## config.mk

```make
export PLATFORM = sky130hd
export DESIGN_NAME = fetch_unit
export DESIGN_NICKNAME = d
export VERILOG_FILES = /design/src/logic/ooo_pkg.sv /design/src/logic/fetch_unit.sv
export SDC_FILE = /design/constraint.sdc
export NUM_CORES = 1
export LEC_CHECK = 0
export BUFFER_PORTS_ARGS = -buffer_cell sky130_fd_sc_hd__buf_2
export CORE_MARGIN = 3
export CORE_UTILIZATION = 47
export CTS_BUF_LIST = sky130_fd_sc_hd__clkbuf_16
export DETAILED_ROUTE_END_ITERATION = 8
export PLACE_DENSITY = 0.82
export SLEW_MARGIN = 0
export SYNTH_ARGS = -nofsm -noshare
export SYNTH_HDL_FRONTEND = slang
export SYNTH_SLANG_ARGS = --single-unit
```

## constraint.sdc

```tcl
create_clock -name clock -period 2.73 [get_ports clock]
set_input_delay 0.546 -clock clock [delete_from_list [all_inputs] [get_ports clock]]
set_output_delay 0.546 -clock clock [all_outputs]
set_load 0.02 [all_outputs]
```

## src/logic/ooo_pkg.sv

```systemverilog
// widths, opcodes, operation codes and the packed structs shared by the core
package ooo_pkg;

    // data and address width
    localparam int xlen = 32;

    // tag space of the reorder buffer, wraps naturally
    localparam int rob_tag_bits = 3;

    // rv32 major opcodes handled by the decoder
    localparam logic [6:0] opcode_op_imm = 7'b0010011;
    localparam logic [6:0] opcode_op     = 7'b0110011;

    typedef logic [4:0] reg_idx_t;
    typedef logic [rob_tag_bits-1:0] rob_tag_t;

    // operations understood by both execution lanes
    typedef enum logic [2:0] {
        op_add,
        op_sub,
        op_and,
        op_or,
        op_xor,
        op_mul
    } alu_op_t;

    // source operand, either a value or the tag of its producer
    typedef struct packed {
        logic            ready;
        rob_tag_t        tag;
        logic [xlen-1:0] value;
    } operand_t;

    // one instruction on its way to or out of a reservation station
    typedef struct packed {
        alu_op_t  op;
        operand_t src_a;
        operand_t src_b;
        rob_tag_t dest;
    } issue_t;

    // one broadcast on the common data bus
    typedef struct packed {
        logic            valid;
        rob_tag_t        tag;
        logic [xlen-1:0] value;
    } cdb_t;

    // one retired instruction
    typedef struct packed {
        logic            valid;
        reg_idx_t        rd;
        logic [xlen-1:0] value;
    } commit_t;

endpackage
```

## src/logic/fetch_unit.sv

```systemverilog
// wishbone classic read master, program counter and one-word instruction buffer
`timescale 1ns/1ns

module fetch_unit (
    input  logic                     clock,
    input  logic                     reset,
    output logic                     wb_cyc,
    output logic                     wb_stb,
    output logic [ooo_pkg::xlen-1:0] wb_adr,
    input  logic                     wb_ack,
    input  logic [ooo_pkg::xlen-1:0] wb_rdata,
    output logic                     instr_valid,
    output logic [31:0]              instr_word,
    input  logic                     instr_ready
);
    import ooo_pkg::*;

    logic            req_active;
    logic [xlen-1:0] pc;
    logic            buf_valid;
    logic [31:0]     buf_word;
    logic            buf_free;

    // buffer empty, or handed to dispatch this cycle
    assign buf_free = !buf_valid || instr_ready;

    // cyc and stb always move together
    assign wb_cyc = req_active;
    assign wb_stb = req_active;
    assign wb_adr = pc;

    assign instr_valid = buf_valid;
    assign instr_word  = buf_word;

    always_ff @(posedge clock) begin
        if (reset) begin
            req_active <= 1'b0;
            pc         <= '0;
            buf_valid  <= 1'b0;
        end else begin
            if (req_active) begin
                // ack closes the cycle, next word is one word on
                if (wb_ack) begin
                    req_active <= 1'b0;
                    pc         <= pc + xlen'(4);
                end
            end else if (buf_free) begin
                req_active <= 1'b1;
            end
            if (req_active && wb_ack) begin
                buf_valid <= 1'b1;
            end else if (instr_ready) begin
                buf_valid <= 1'b0;
            end
        end
    end

    // returned word, valid one cycle after ack
    always_ff @(posedge clock) begin
        if (req_active && wb_ack) begin
            buf_word <= wb_rdata;
        end
    end

    // request held with a stable address until the slave answers
    adr_hold: assert property (@(posedge clock) disable iff (reset)
        wb_stb && !wb_ack |=> wb_stb && $stable(wb_adr));

endmodule

```

== Yosys cells after proc, flatten, opt, wreduce, memory -nomap -nowiden ==
Cells that the tools add are included.
Cells by class
  $add $sub $neg: 1
  muxes and demuxes: 5
  reductions and logical operators: 5
Operators with widths (count)
  $add A32 B3 Y32 const B: 1
  $mux W1: 5
  $reduce_and A2 Y1: 1
  $reduce_bool A2 Y1: 1
  $logic_and A1 B1 Y1: 1
  $logic_not A1 Y1: 1
  $logic_or A1 B1 Y1: 1
Storage, ports and cells
  register bits: 66
  output and inout port bits: 67
  word-level logic and storage cells: 15

== Logic depth before layout (Yosys ltp) ==
Gate-level depths: netlist (run 1).
  depth in word-level cells: 4
  depth in mapped cells: 6
  gate-level depth less buffers: 5

== Worst setup path after synthesis (run 1) ==
OpenSTA, ideal clock, no wires.
  kind: reg-to-reg
  start point: register pc[2], in the netlist wb_adr[2]
  end point: register pc[24], in the netlist wb_adr[24]
  data arrival time: 2074 ps
  setup slack: 585 ps
  cell stages (with the launch flop): 7
  path buffers: 1
  clock period less this slack: 2145 ps
  cells stage by stage: dfxtp_1 > ha_1 > nand3_2 > or4_1 > buf_2 > or4_1 > a21oi_1
On the way
  word-level cells in the longest chain between the ends: 1
Ends and longest elaborated chain
  start: declaration: RTL line fetch_unit.sv:19  | logic [xlen-1:0] pc;
  start signal: assignment: RTL line fetch_unit.sv:45  | pc <= pc + xlen'(4);
  $add A32 B3 Y32: RTL line fetch_unit.sv:45
Every way passes these cells.
A chain may end at the register's enable or synchronous reset.

== Worst setup path in the final report (run 1) ==
  start point: register pc[3], in the netlist wb_adr[3]
  end point: register pc[28], in the netlist wb_adr[28]
Same word-level chain as after synthesis.

==> flow_summary_export.csv, run 1 <==
group,metric,value,unit
cts,insertion_delay,0.32,ns
global_route,grt_max_degree,34,
place,gp_congestion,0.792,
floorplan,rows,25,
detailed_routing,drc,0,
pwr,combPwrFrac,5.1,%
detailed_routing,drtAntennaViolNets,0,
floorplan,die_y,78.7,um
setup_path,slowest_stage,"or4_1",
setup_path,cp_slowest_stage_delay,0.70,ns
cts,cts_tree,"done",
setup_path,cp-end-kind,"flop",
setup_path,path_common_cell,"or4_1",
synthesis,synth_top_area_cell,"edfxtp_1",
setup_path,path_class,"reg2reg",
timing,rsz0062_at_grt,"no",
synthesis,ys_seq_elements,64,
global_route,grt_first_pass_wirelength,8.91,mm
final_layout,final_common_cell,"buf_2",
floorplan,initial_utilization,50.5,%
setup_path,cp.arrival,2.47,ns
timing,tns,0,ns
pwr,ir_drop,374,uV
final_layout,area_growth,32.2,%
detailed_routing,vias,2084,
cts,cts.sinks,64,
synthesis,netlist-cell-type-count,30,
floorplan,core,0.00491,sq mm
pwr,swShare,22.0,%
global_route,grt_pass1_vias,1889,
timing,max_freq,0.448,GHz
synthesis,synth_top_cell_area_share,38.7,%
global_route,grt.total_usage,18.8,%
status,status,"completed",
setup_path,worstSetupStartpointType,"flop",
detailed_routing,wire_per_inst,14.7,um
synthesis,yosysWarnings,0,
timing,finalHoldViolations,0,
cts,clk_pin_slew,0.05,ns
synthesis,syn_inst,212,
pwr,p_switching,474,uW
cts,htree_levels,3,
synthesis,syn_area,0.00248,sq mm
timing,finClkSkew,0.00640,ns
setup_path,required,2.97,ns
cts,root_buffer,"clkbuf_16",
floorplan,die-area,0.00619,sq mm
timing,tightest_slew,0.602,ns
detailed_routing,via_per_inst,5.40,
timing,report.final.slew_viol_count,0,
floorplan,die_x,78.7,um
worst_hold_path,hold_class,"in2reg",
final_layout,n_fill_cell,415,
place,dp_hpwl,4.05,mm
pwr,seqPwrFrac,48.7,%
timing,fin_crit,2.23,ns
setup_path,crit_path_cell_trace,"ha_1 -> nand3_2 -> or4_1 -> or4_1 -> a21oi_1",
timing,setup_viol,0,
pwr,power_density,656,mW/mm^2
setup_path,path_delay_family,"simple AND/OR/NAND/NOR gates",
synthesis,syn_avg_cell_area,11.7,sq um
setup_path,cp_max_fo,10,
timing,relSlewSlack,59.8,%
synthesis,synth_seq_area_share,64.5,%
global_route,overflow,0,
cts,clockBufferDepth,2,
detailed_routing,drt-initial-drc-count,95,
final_layout,final_cell_mix,"100 x buf_2, 32 x dfxtp_1, 32 x edfxtp_1, 21 x a21oi_1, 16 x or4_1",
final_layout,drive_gt1_share,37.6,%
cts,ctsResizeCount,0,
synthesis,ys_top_cells_by_area,"edfxtp_1 39%, dfxtp_1 26%, or4_1 4.8%, a21oi_1 4.2%, o31ai_1 3.3%",
detailed_routing,routed_wl,5.69,mm
timing,worst_hold_slack,0.395,ns
cts,cts_setup_buffers,0,
cts,cts_made_buffers,9,
global_route,grt_antenna_before_repair,0,
floorplan,ios,103,
pwr,leakage,0.00129,uW
pwr,power.clock.fraction,46.2,%
pwr,intPower,1680,uW
detailed_routing,dr.pass1.iters,5,
run,cap_violations,0,
setup_path,cp_num_buf_inv,0,
cts,ctsHoldBuffers,0,
place,io_buffers,100,
final_layout,layout.nets,351,
final_layout,diodes,0,
timing,period_share,81.8,%
[power by group through the flow]
| stage | clock network [uW] | logic [uW] | registers (uW) |
|---|---|---|---|
| floorplan | 0 | 27.8 | 1100 |
| global route | 1050 | 116 | 1050 |
| global placement | 0 | 107 | 1070 |
| CTS | 1010 | 110 | 1050 |
| finish | 995 | 109 | 1050 |
| detailed placement | 0 | 110 | 1070 |
[metal layers]
metal	vias to the layer above	wire, um	GRT usage, %
li1	1007	-	-
met1	997	2270	22.6
met2	67	3010	31.6
met3	13	294	3.21
met4	0	123	11.2
met5	-	0	0
[layout make-up]
class	instances	area (sq um)	area share, %
sequential	64	1600	48.8
multi-input combinational	135	811	24.7
timing repair buffer	101	508	15.5
clock buffer	9	225	6.87
tap	67	83.8	2.56
clock inverter	7	38.8	1.18
inverter	3	11.3	0.343
[worst register-to-register path, stage by stage, from the launching register on]
cell,delay [ns]
dfxtp_1,0.40
ha_1,0.20
nand3_2,0.13
or4_1,0.70
or4_1,0.55
a21oi_1,0.17
[path summary, 6_finish.rpt]
kind                start        endpoint  slack [ns]  cells after the start
max reg2reg     wb_adr[3]      wb_adr[28]        0.50                      5
min reg2reg    wb_adr[31]      wb_adr[31]        0.48                      2
max             wb_adr[3]      wb_adr[28]        0.50                      5
min          wb_rdata[27]  instr_word[27]        0.39                      1
[cells in the mapped netlist (all sizes together)]
cell type and n:
or4 16, ha 1, or2 1, xnor2 4
xor2 6, o31ai 11, and2 1, dlygate4sd3 1
a21oi 21, buf 4, nand4 9, nand3 9
dfxtp 32, or3 12, nand2 15, nand2b 1
o21ai 8, nor3 4, and4 3, clkbuf 6
nor2 11, inv 3, conb 1, edfxtp 32
[registers in the layout, summed over array words and instances (netlist names)]
name,cells
wb_adr,30
wb_cyc,1
instr_word,32
instr_valid,1
[cells by family (layout without fill, tap and decap cells)]
kind of cell	count (synthesis)	count (layout)	share of synthesized area, %
fa+ha+maj	1	1	0.504
buf+inv	14	120	2.92
xor+xnor	10	10	3.53
compound gates	40	40	9.18
simple gates	82	82	19.2
other cells	1	2	0.151
flops	64	64	64.5
[through the flow]
stage               instance area (sq um)  utilization (%)  std cells  setup slack, ns  power [uW]
floorplan                            2480                -        213            0.585        1130
global placement                     3020             61.4        370            0.496        1170
detailed placement                   3020             61.4        370            0.434        1180
CTS                                  3280             66.8        386            0.492        2160
global route                         3280             66.8        386            0.347        2220
finish                               3280             66.8        386            0.498        2150
No activity file was read; power rests on OpenSTA's default activity.
==> inputs of run 2 (changes only) <==
==> constraint.sdc (replaced) <==
create_clock -name clock -period 2.25 [get_ports clock]
set_input_delay 0.45 -clock clock [delete_from_list [all_inputs] [get_ports clock]]
set_output_delay 0.45 -clock clock [all_outputs]
set_load 0.02 [all_outputs]
==> flow_summary_export.csv, run 2 (synthesis results as in run 1) <==
group,metric,value,unit
final_layout,area_growth,35.2,%
global_route,grt_pass1_vias,1926,
pwr,leakage,0.00134,uW
cts,root_buffer,"clkbuf_16",
setup_path,crit_path_cell_trace,"ha_1 -> nand3_2 -> or4_1 -> or4_1 -> a21oi_1",
timing,setup_slack,0.154,ns
timing,finalHoldViolations,0,
cts,cts_setup_buffers,0,
detailed_routing,wire_per_inst,15.3,um
floorplan,core,0.00491,sq mm
pwr,ir_drop,655,uV
timing,fin_crit,2.10,ns
floorplan,ios,103,
floorplan,die-area,0.00619,sq mm
run,cap_violations,0,
worst_hold_path,hold_depth,1,
worst_hold_path,hold_class,"in2reg",
detailed_routing,vias,2096,
detailed_routing,routed_wl,5.90,mm
final_layout,largest_reg_flops,32,
setup_path,worstSetupStartpointType,"flop",
setup_path,path_class,"reg2reg",
cts,clockBufferDepth,2,
cts,cts_tree,"done",
setup_path,path_common_cell,"or4_1",
timing,tns,0,ns
setup_path,crit_start,"wb_adr[2]",
final_layout,layout.nets,352,
final_layout,final_cell_mix,"100 x buf_2, 32 x dfxtp_1, 32 x edfxtp_1, 21 x a21oi_1, 15 x or4_1",
cts,htree_levels,3,
timing,rsz0062_at_grt,"no",
place,io_buffers,100,
timing,period_share,93.1,%
setup_path,slowest_stage,"or4_1",
cts,cts_made_buffers,9,
cts,cts.sinks,64,
detailed_routing,drc,0,
detailed_routing,drt-initial-drc-count,173,
setup_path,cp.arrival,2.34,ns
place,dp_hpwl,4.17,mm
final_layout,drive_gt1_share,38.2,%
global_route,grt.total_usage,19.2,%
timing,report.final.slew_viol_count,0,
global_route,grt_max_degree,34,
status,status,"completed",
timing,finClkSkew,0.00887,ns
setup_path,r2r_start,"wb_adr[2]",
cts,clk_pin_slew,0.05,ns
floorplan,die_y,78.7,um
timing,tightest_slew,0.594,ns
place,preCtsSetupSlack,0.140,ns
global_route,grt_first_pass_wirelength,8.97,mm
final_layout,final_common_cell,"buf_2",
timing,max_freq,0.477,GHz
setup_path,r2r-end,"wb_adr[20]",
floorplan,rows,25,
detailed_routing,via_per_inst,5.43,
setup_path,cp_slowest_stage_delay,0.66,ns
cts,ctsHoldBuffers,0,
worst_hold_path,worstHoldStart,"wb_rdata[1]",
setup_path,cp_max_fo,9,
pwr,power_density,870,mW/mm^2
place,gp_congestion,0.863,
cts,insertion_delay,0.33,ns
setup_path,cp-end-kind,"flop",
timing,relSlewSlack,60.4,%
floorplan,die_x,78.7,um
global_route,overflow,0,
global_route,grt_antenna_before_repair,0,
floorplan,initial_utilization,50.5,%
detailed_routing,dr.pass1.iters,4,
setup_path,r2r_cells,5,
setup_path,required,2.50,ns
cts,ctsResizeCount,0,
detailed_routing,drtAntennaViolNets,0,
final_layout,diodes,0,
setup_path,ff2ff_setup_slack,0.15,ns
worst_hold_path,hold_end,"instr_word[1]",
timing,setup_viol,0,
[run 2: cell types whose count changed in the layout (fill, tap and decap cells not counted), sizes merged]
cell	delta
bufinv	+3
clkinv	-3
clkinvlp	-3
inv	+2
buf	+1
[run 2: stage by stage]
stage / utilization (%) / hold WS, ns / power [uW] / instance area [sq um] / cells
3_5_place_dp: 61.6 / 0.480 / 1430 / 3020 / 371
4_1_cts: 68.2 / 0.282 / 2950 / 3350 / 386
5_1_grt: 68.3 / 0.281 / 3010 / 3350 / 386
2_1_floorplan: - / 0.519 / 1370 / 2480 / 213
6_report: 68.3 / 0.296 / 2920 / 3350 / 386
3_3_place_gp: 61.6 / 0.458 / 1420 / 3020 / 371
[run 2: critical path, delay by kind of cell, from the launching register on]
family,cells,cell delay (ns)
flip-flops,1,0.41
AO/OA/AOI/OAI,1,0.16
AND/OR/NAND/NOR,3,1.27
adder cells (fa/ha/maj),1,0.18
[run 2: how the worst max path moves through the flow]
stage	cells after the start	end	slack, ns
after floorplan	6	wb_adr[24]	0.11
after global placement	5	wb_adr[28]	0.19
after detailed placement	5	wb_adr[24]	0.14
after CTS	5	wb_adr[24]	0.12
after global routing	5	wb_adr[20]	0.006
final	5	wb_adr[20]	0.15
[run 2: layout make-up]
class | instances | area, sq um
Inverter | 3 | 11.3
Sequential cell | 64 | 1600
Clock buffer | 9 | 225
Clock inverter | 6 | 103
Tap cell | 67 | 83.8
Timing Repair Buffer | 102 | 515
Multi-Input combinational cell | 135 | 815
Fill cell | 386 | 1560
[run 2: report_power, final]
part           internal [uW]  switching, uW
clock network           1060            451
registers               1260           11.6
logic                   45.8           87.0
[run 2: layer usage]
layer | routed length [um] | up-vias | share of wire (%) | track usage, %
li1 | - | 1005 | - | -
met1 | 2220 | 1003 | 38 | 21.4
met2 | 3170 | 75 | 54 | 32.5
met3 | 390 | 13 | 6.6 | 7.34
met4 | 120 | 0 | 2.0 | 8.57
met5 | 0 | - | 0 | 0
==> inputs of run 3 (changes only) <==
--- a/config.mk
+++ b/config.mk
@@ -6,6 +6,7 @@
 export NUM_CORES = 1
 export LEC_CHECK = 0
 export BUFFER_PORTS_ARGS = -buffer_cell sky130_fd_sc_hd__buf_2
+export CORE_ASPECT_RATIO = 1.2
 export CORE_MARGIN = 3
 export CORE_UTILIZATION = 47
 export CTS_BUF_LIST = sky130_fd_sc_hd__clkbuf_16
==> flow_summary_export.csv, run 3 (synthesis results as in run 1) <==
group,metric,value,unit
status,status,"completed",
final_layout,largest_reg_flops,32,
floorplan,core,0.00501,sq mm
cts,cts_tree,"done",
detailed_routing,dr.pass1.iters,4,
setup_path,r2r_start,"wb_adr[2]",
floorplan,ios,103,
setup_path,required,2.50,ns
timing,fin_crit,2.11,ns
final_layout,final_cells,381,
run,cap_violations,0,
cts,insertion_delay,0.32,ns
setup_path,crit_start,"wb_adr[2]",
global_route,grt_antenna_before_repair,0,
pwr,swShare,20.7,%
detailed_routing,drtAntennaViolNets,0,
setup_path,path_delay_family,"simple AND/OR/NAND/NOR gates",
worst_hold_path,worstHoldStart,"wb_rdata[24]",
pwr,leakage,0.00133,uW
timing,finClkSkew,0.00790,ns
floorplan,die_y,85.6,um
detailed_routing,via_per_inst,5.53,
final_layout,final_cell_mix,"100 x buf_2, 32 x dfxtp_1, 32 x edfxtp_1, 21 x a21oi_1, 16 x or4_1",
setup_path,cp-end-kind,"flop",
global_route,grt_max_degree,33,
setup_path,path_common_cell,"or4_1",
pwr,seqPwrFrac,44.3,%
setup_path,worstSetupStartpointType,"flop",
setup_path,path_class,"reg2reg",
detailed_routing,drc,0,
timing,tns,0,ns
final_layout,diodes,0,
timing,max_freq,0.475,GHz
place,io_buffers,100,
setup_path,slowest_stage,"or4_1",
cts,clk_pin_slew,0.06,ns
final_layout,drive_gt1_share,38.9,%
pwr,p_switching,594,uW
setup_path,cp_slowest_stage_delay,0.66,ns
detailed_routing,routed_wl,5.89,mm
pwr,ir_drop,936,uV
setup_path,crit_path_cell_trace,"ha_1 -> nand3_2 -> or4_1 -> or4_1 -> a21oi_1",
cts,clockBufferDepth,2,
floorplan,rows,28,
floorplan,initial_utilization,49.5,%
timing,rsz0062_at_grt,"no",
global_route,overflow,0,
worst_hold_path,hold_class,"in2reg",
place,dp_hpwl,4.26,mm
setup_path,r2r_cells,5,
cts,cts_setup_buffers,0,
detailed_routing,drt-initial-drc-count,186,
timing,relSlewSlack,60.2,%
timing,tightest_slew,0.597,ns
cts,htree_levels,3,
final_layout,final_common_cell,"buf_2",
detailed_routing,vias,2108,
pwr,combPwrFrac,4.7,%
floorplan,die-area,0.00619,sq mm
setup_path,path_depth,5,
place,gp_congestion,0.793,
worst_hold_path,hold_depth,1,
final_layout,layout.nets,353,
setup_path,cp_num_buf_inv,0,
detailed_routing,wire_per_inst,15.5,um
timing,report.final.slew_viol_count,0,
place,place_inst,365,
setup_path,cp_max_fo,10,
setup_path,cp.arrival,2.35,ns
timing,setup_viol,0,
final_layout,area_growth,35.2,%
floorplan,die_x,72.3,um
cts,ctsResizeCount,0,
cts,cts_made_buffers,9,
timing,finalHoldViolations,0,
timing,period_share,93.6,%
cts,cts.sinks,64,
global_route,grt_first_pass_wirelength,9.53,mm
pwr,power.clock.fraction,51.0,%
global_route,grt.total_usage,20.3,%
pwr,intPower,2280,uW
cts,root_buffer,"clkbuf_16",
global_route,grt_pass1_vias,2021,
pwr,power_density,856,mW/mm^2
cts,ctsHoldBuffers,0,
==> run 3: cell types whose count changed in the layout (fill, tap and decap cells not counted), sizes merged <==
| cell | before | now |
|---|---|---|
| inv | 5 | 4 |
| bufinv | 3 | 2 |
| clkinvlp | 0 | 1 |
| clkinv | 1 | 3 |
| buf | 102 | 103 |
==> run 3: layer usage <==
| metal | GRT usage (%) | wire, um | share of wire (%) |
|---|---|---|---|
| met5 | 0 | 0 | 0 |
| met4 | 11.1 | 190 | 3.2 |
| met3 | 6.80 | 453 | 7.7 |
| met2 | 32.6 | 2960 | 50 |
| met1 | 23.7 | 2290 | 39 |
==> run 3: worst paths after layout <==
kind                                       end  slack (ns)
worst max register to register      wb_adr[28]        0.14
worst min-delay path            instr_word[24]        0.30
worst min register to register      wb_adr[31]        0.48
worst max-delay path                wb_adr[28]        0.14
==> run 3: area by class of cell <==
type	count	area (sq um)
Timing Repair Buffer	103	536
Clock inverter	7	95.1
Clock buffer	9	225
Fill cell	395	1660
Sequential cell	64	1600
Multi-Input combinational cell	135	811
Tap cell	60	75.1
Inverter	3	11.3
==> run 3: per-stage QoR <==
step	setup slack (ns)	total power (uW)	utilization, %	instance area (sq um)	hold slack (ns)
detailed placement	0.139	1430	60.6	3030	0.478
finish	0.143	2870	67.0	3350	0.299
CTS	0.130	2900	67.0	3350	0.287
floorplan	0.105	1370	-	2480	0.519
global placement	0.194	1430	60.6	3030	0.457
global route	0.0291	2980	67.0	3350	0.283
==> run 3: power groups by stage <==
stage / registers (uW) / logic (uW) / clock network [uW]
3_3_place_gp: 1290 / 133 / 0
4_1_cts: 1270 / 138 / 1500
2_1_floorplan: 1330 / 33.7 / 0
6_report: 1270 / 136 / 1460
3_5_place_dp: 1300 / 137 / 0
5_1_grt: 1270 / 146 / 1560
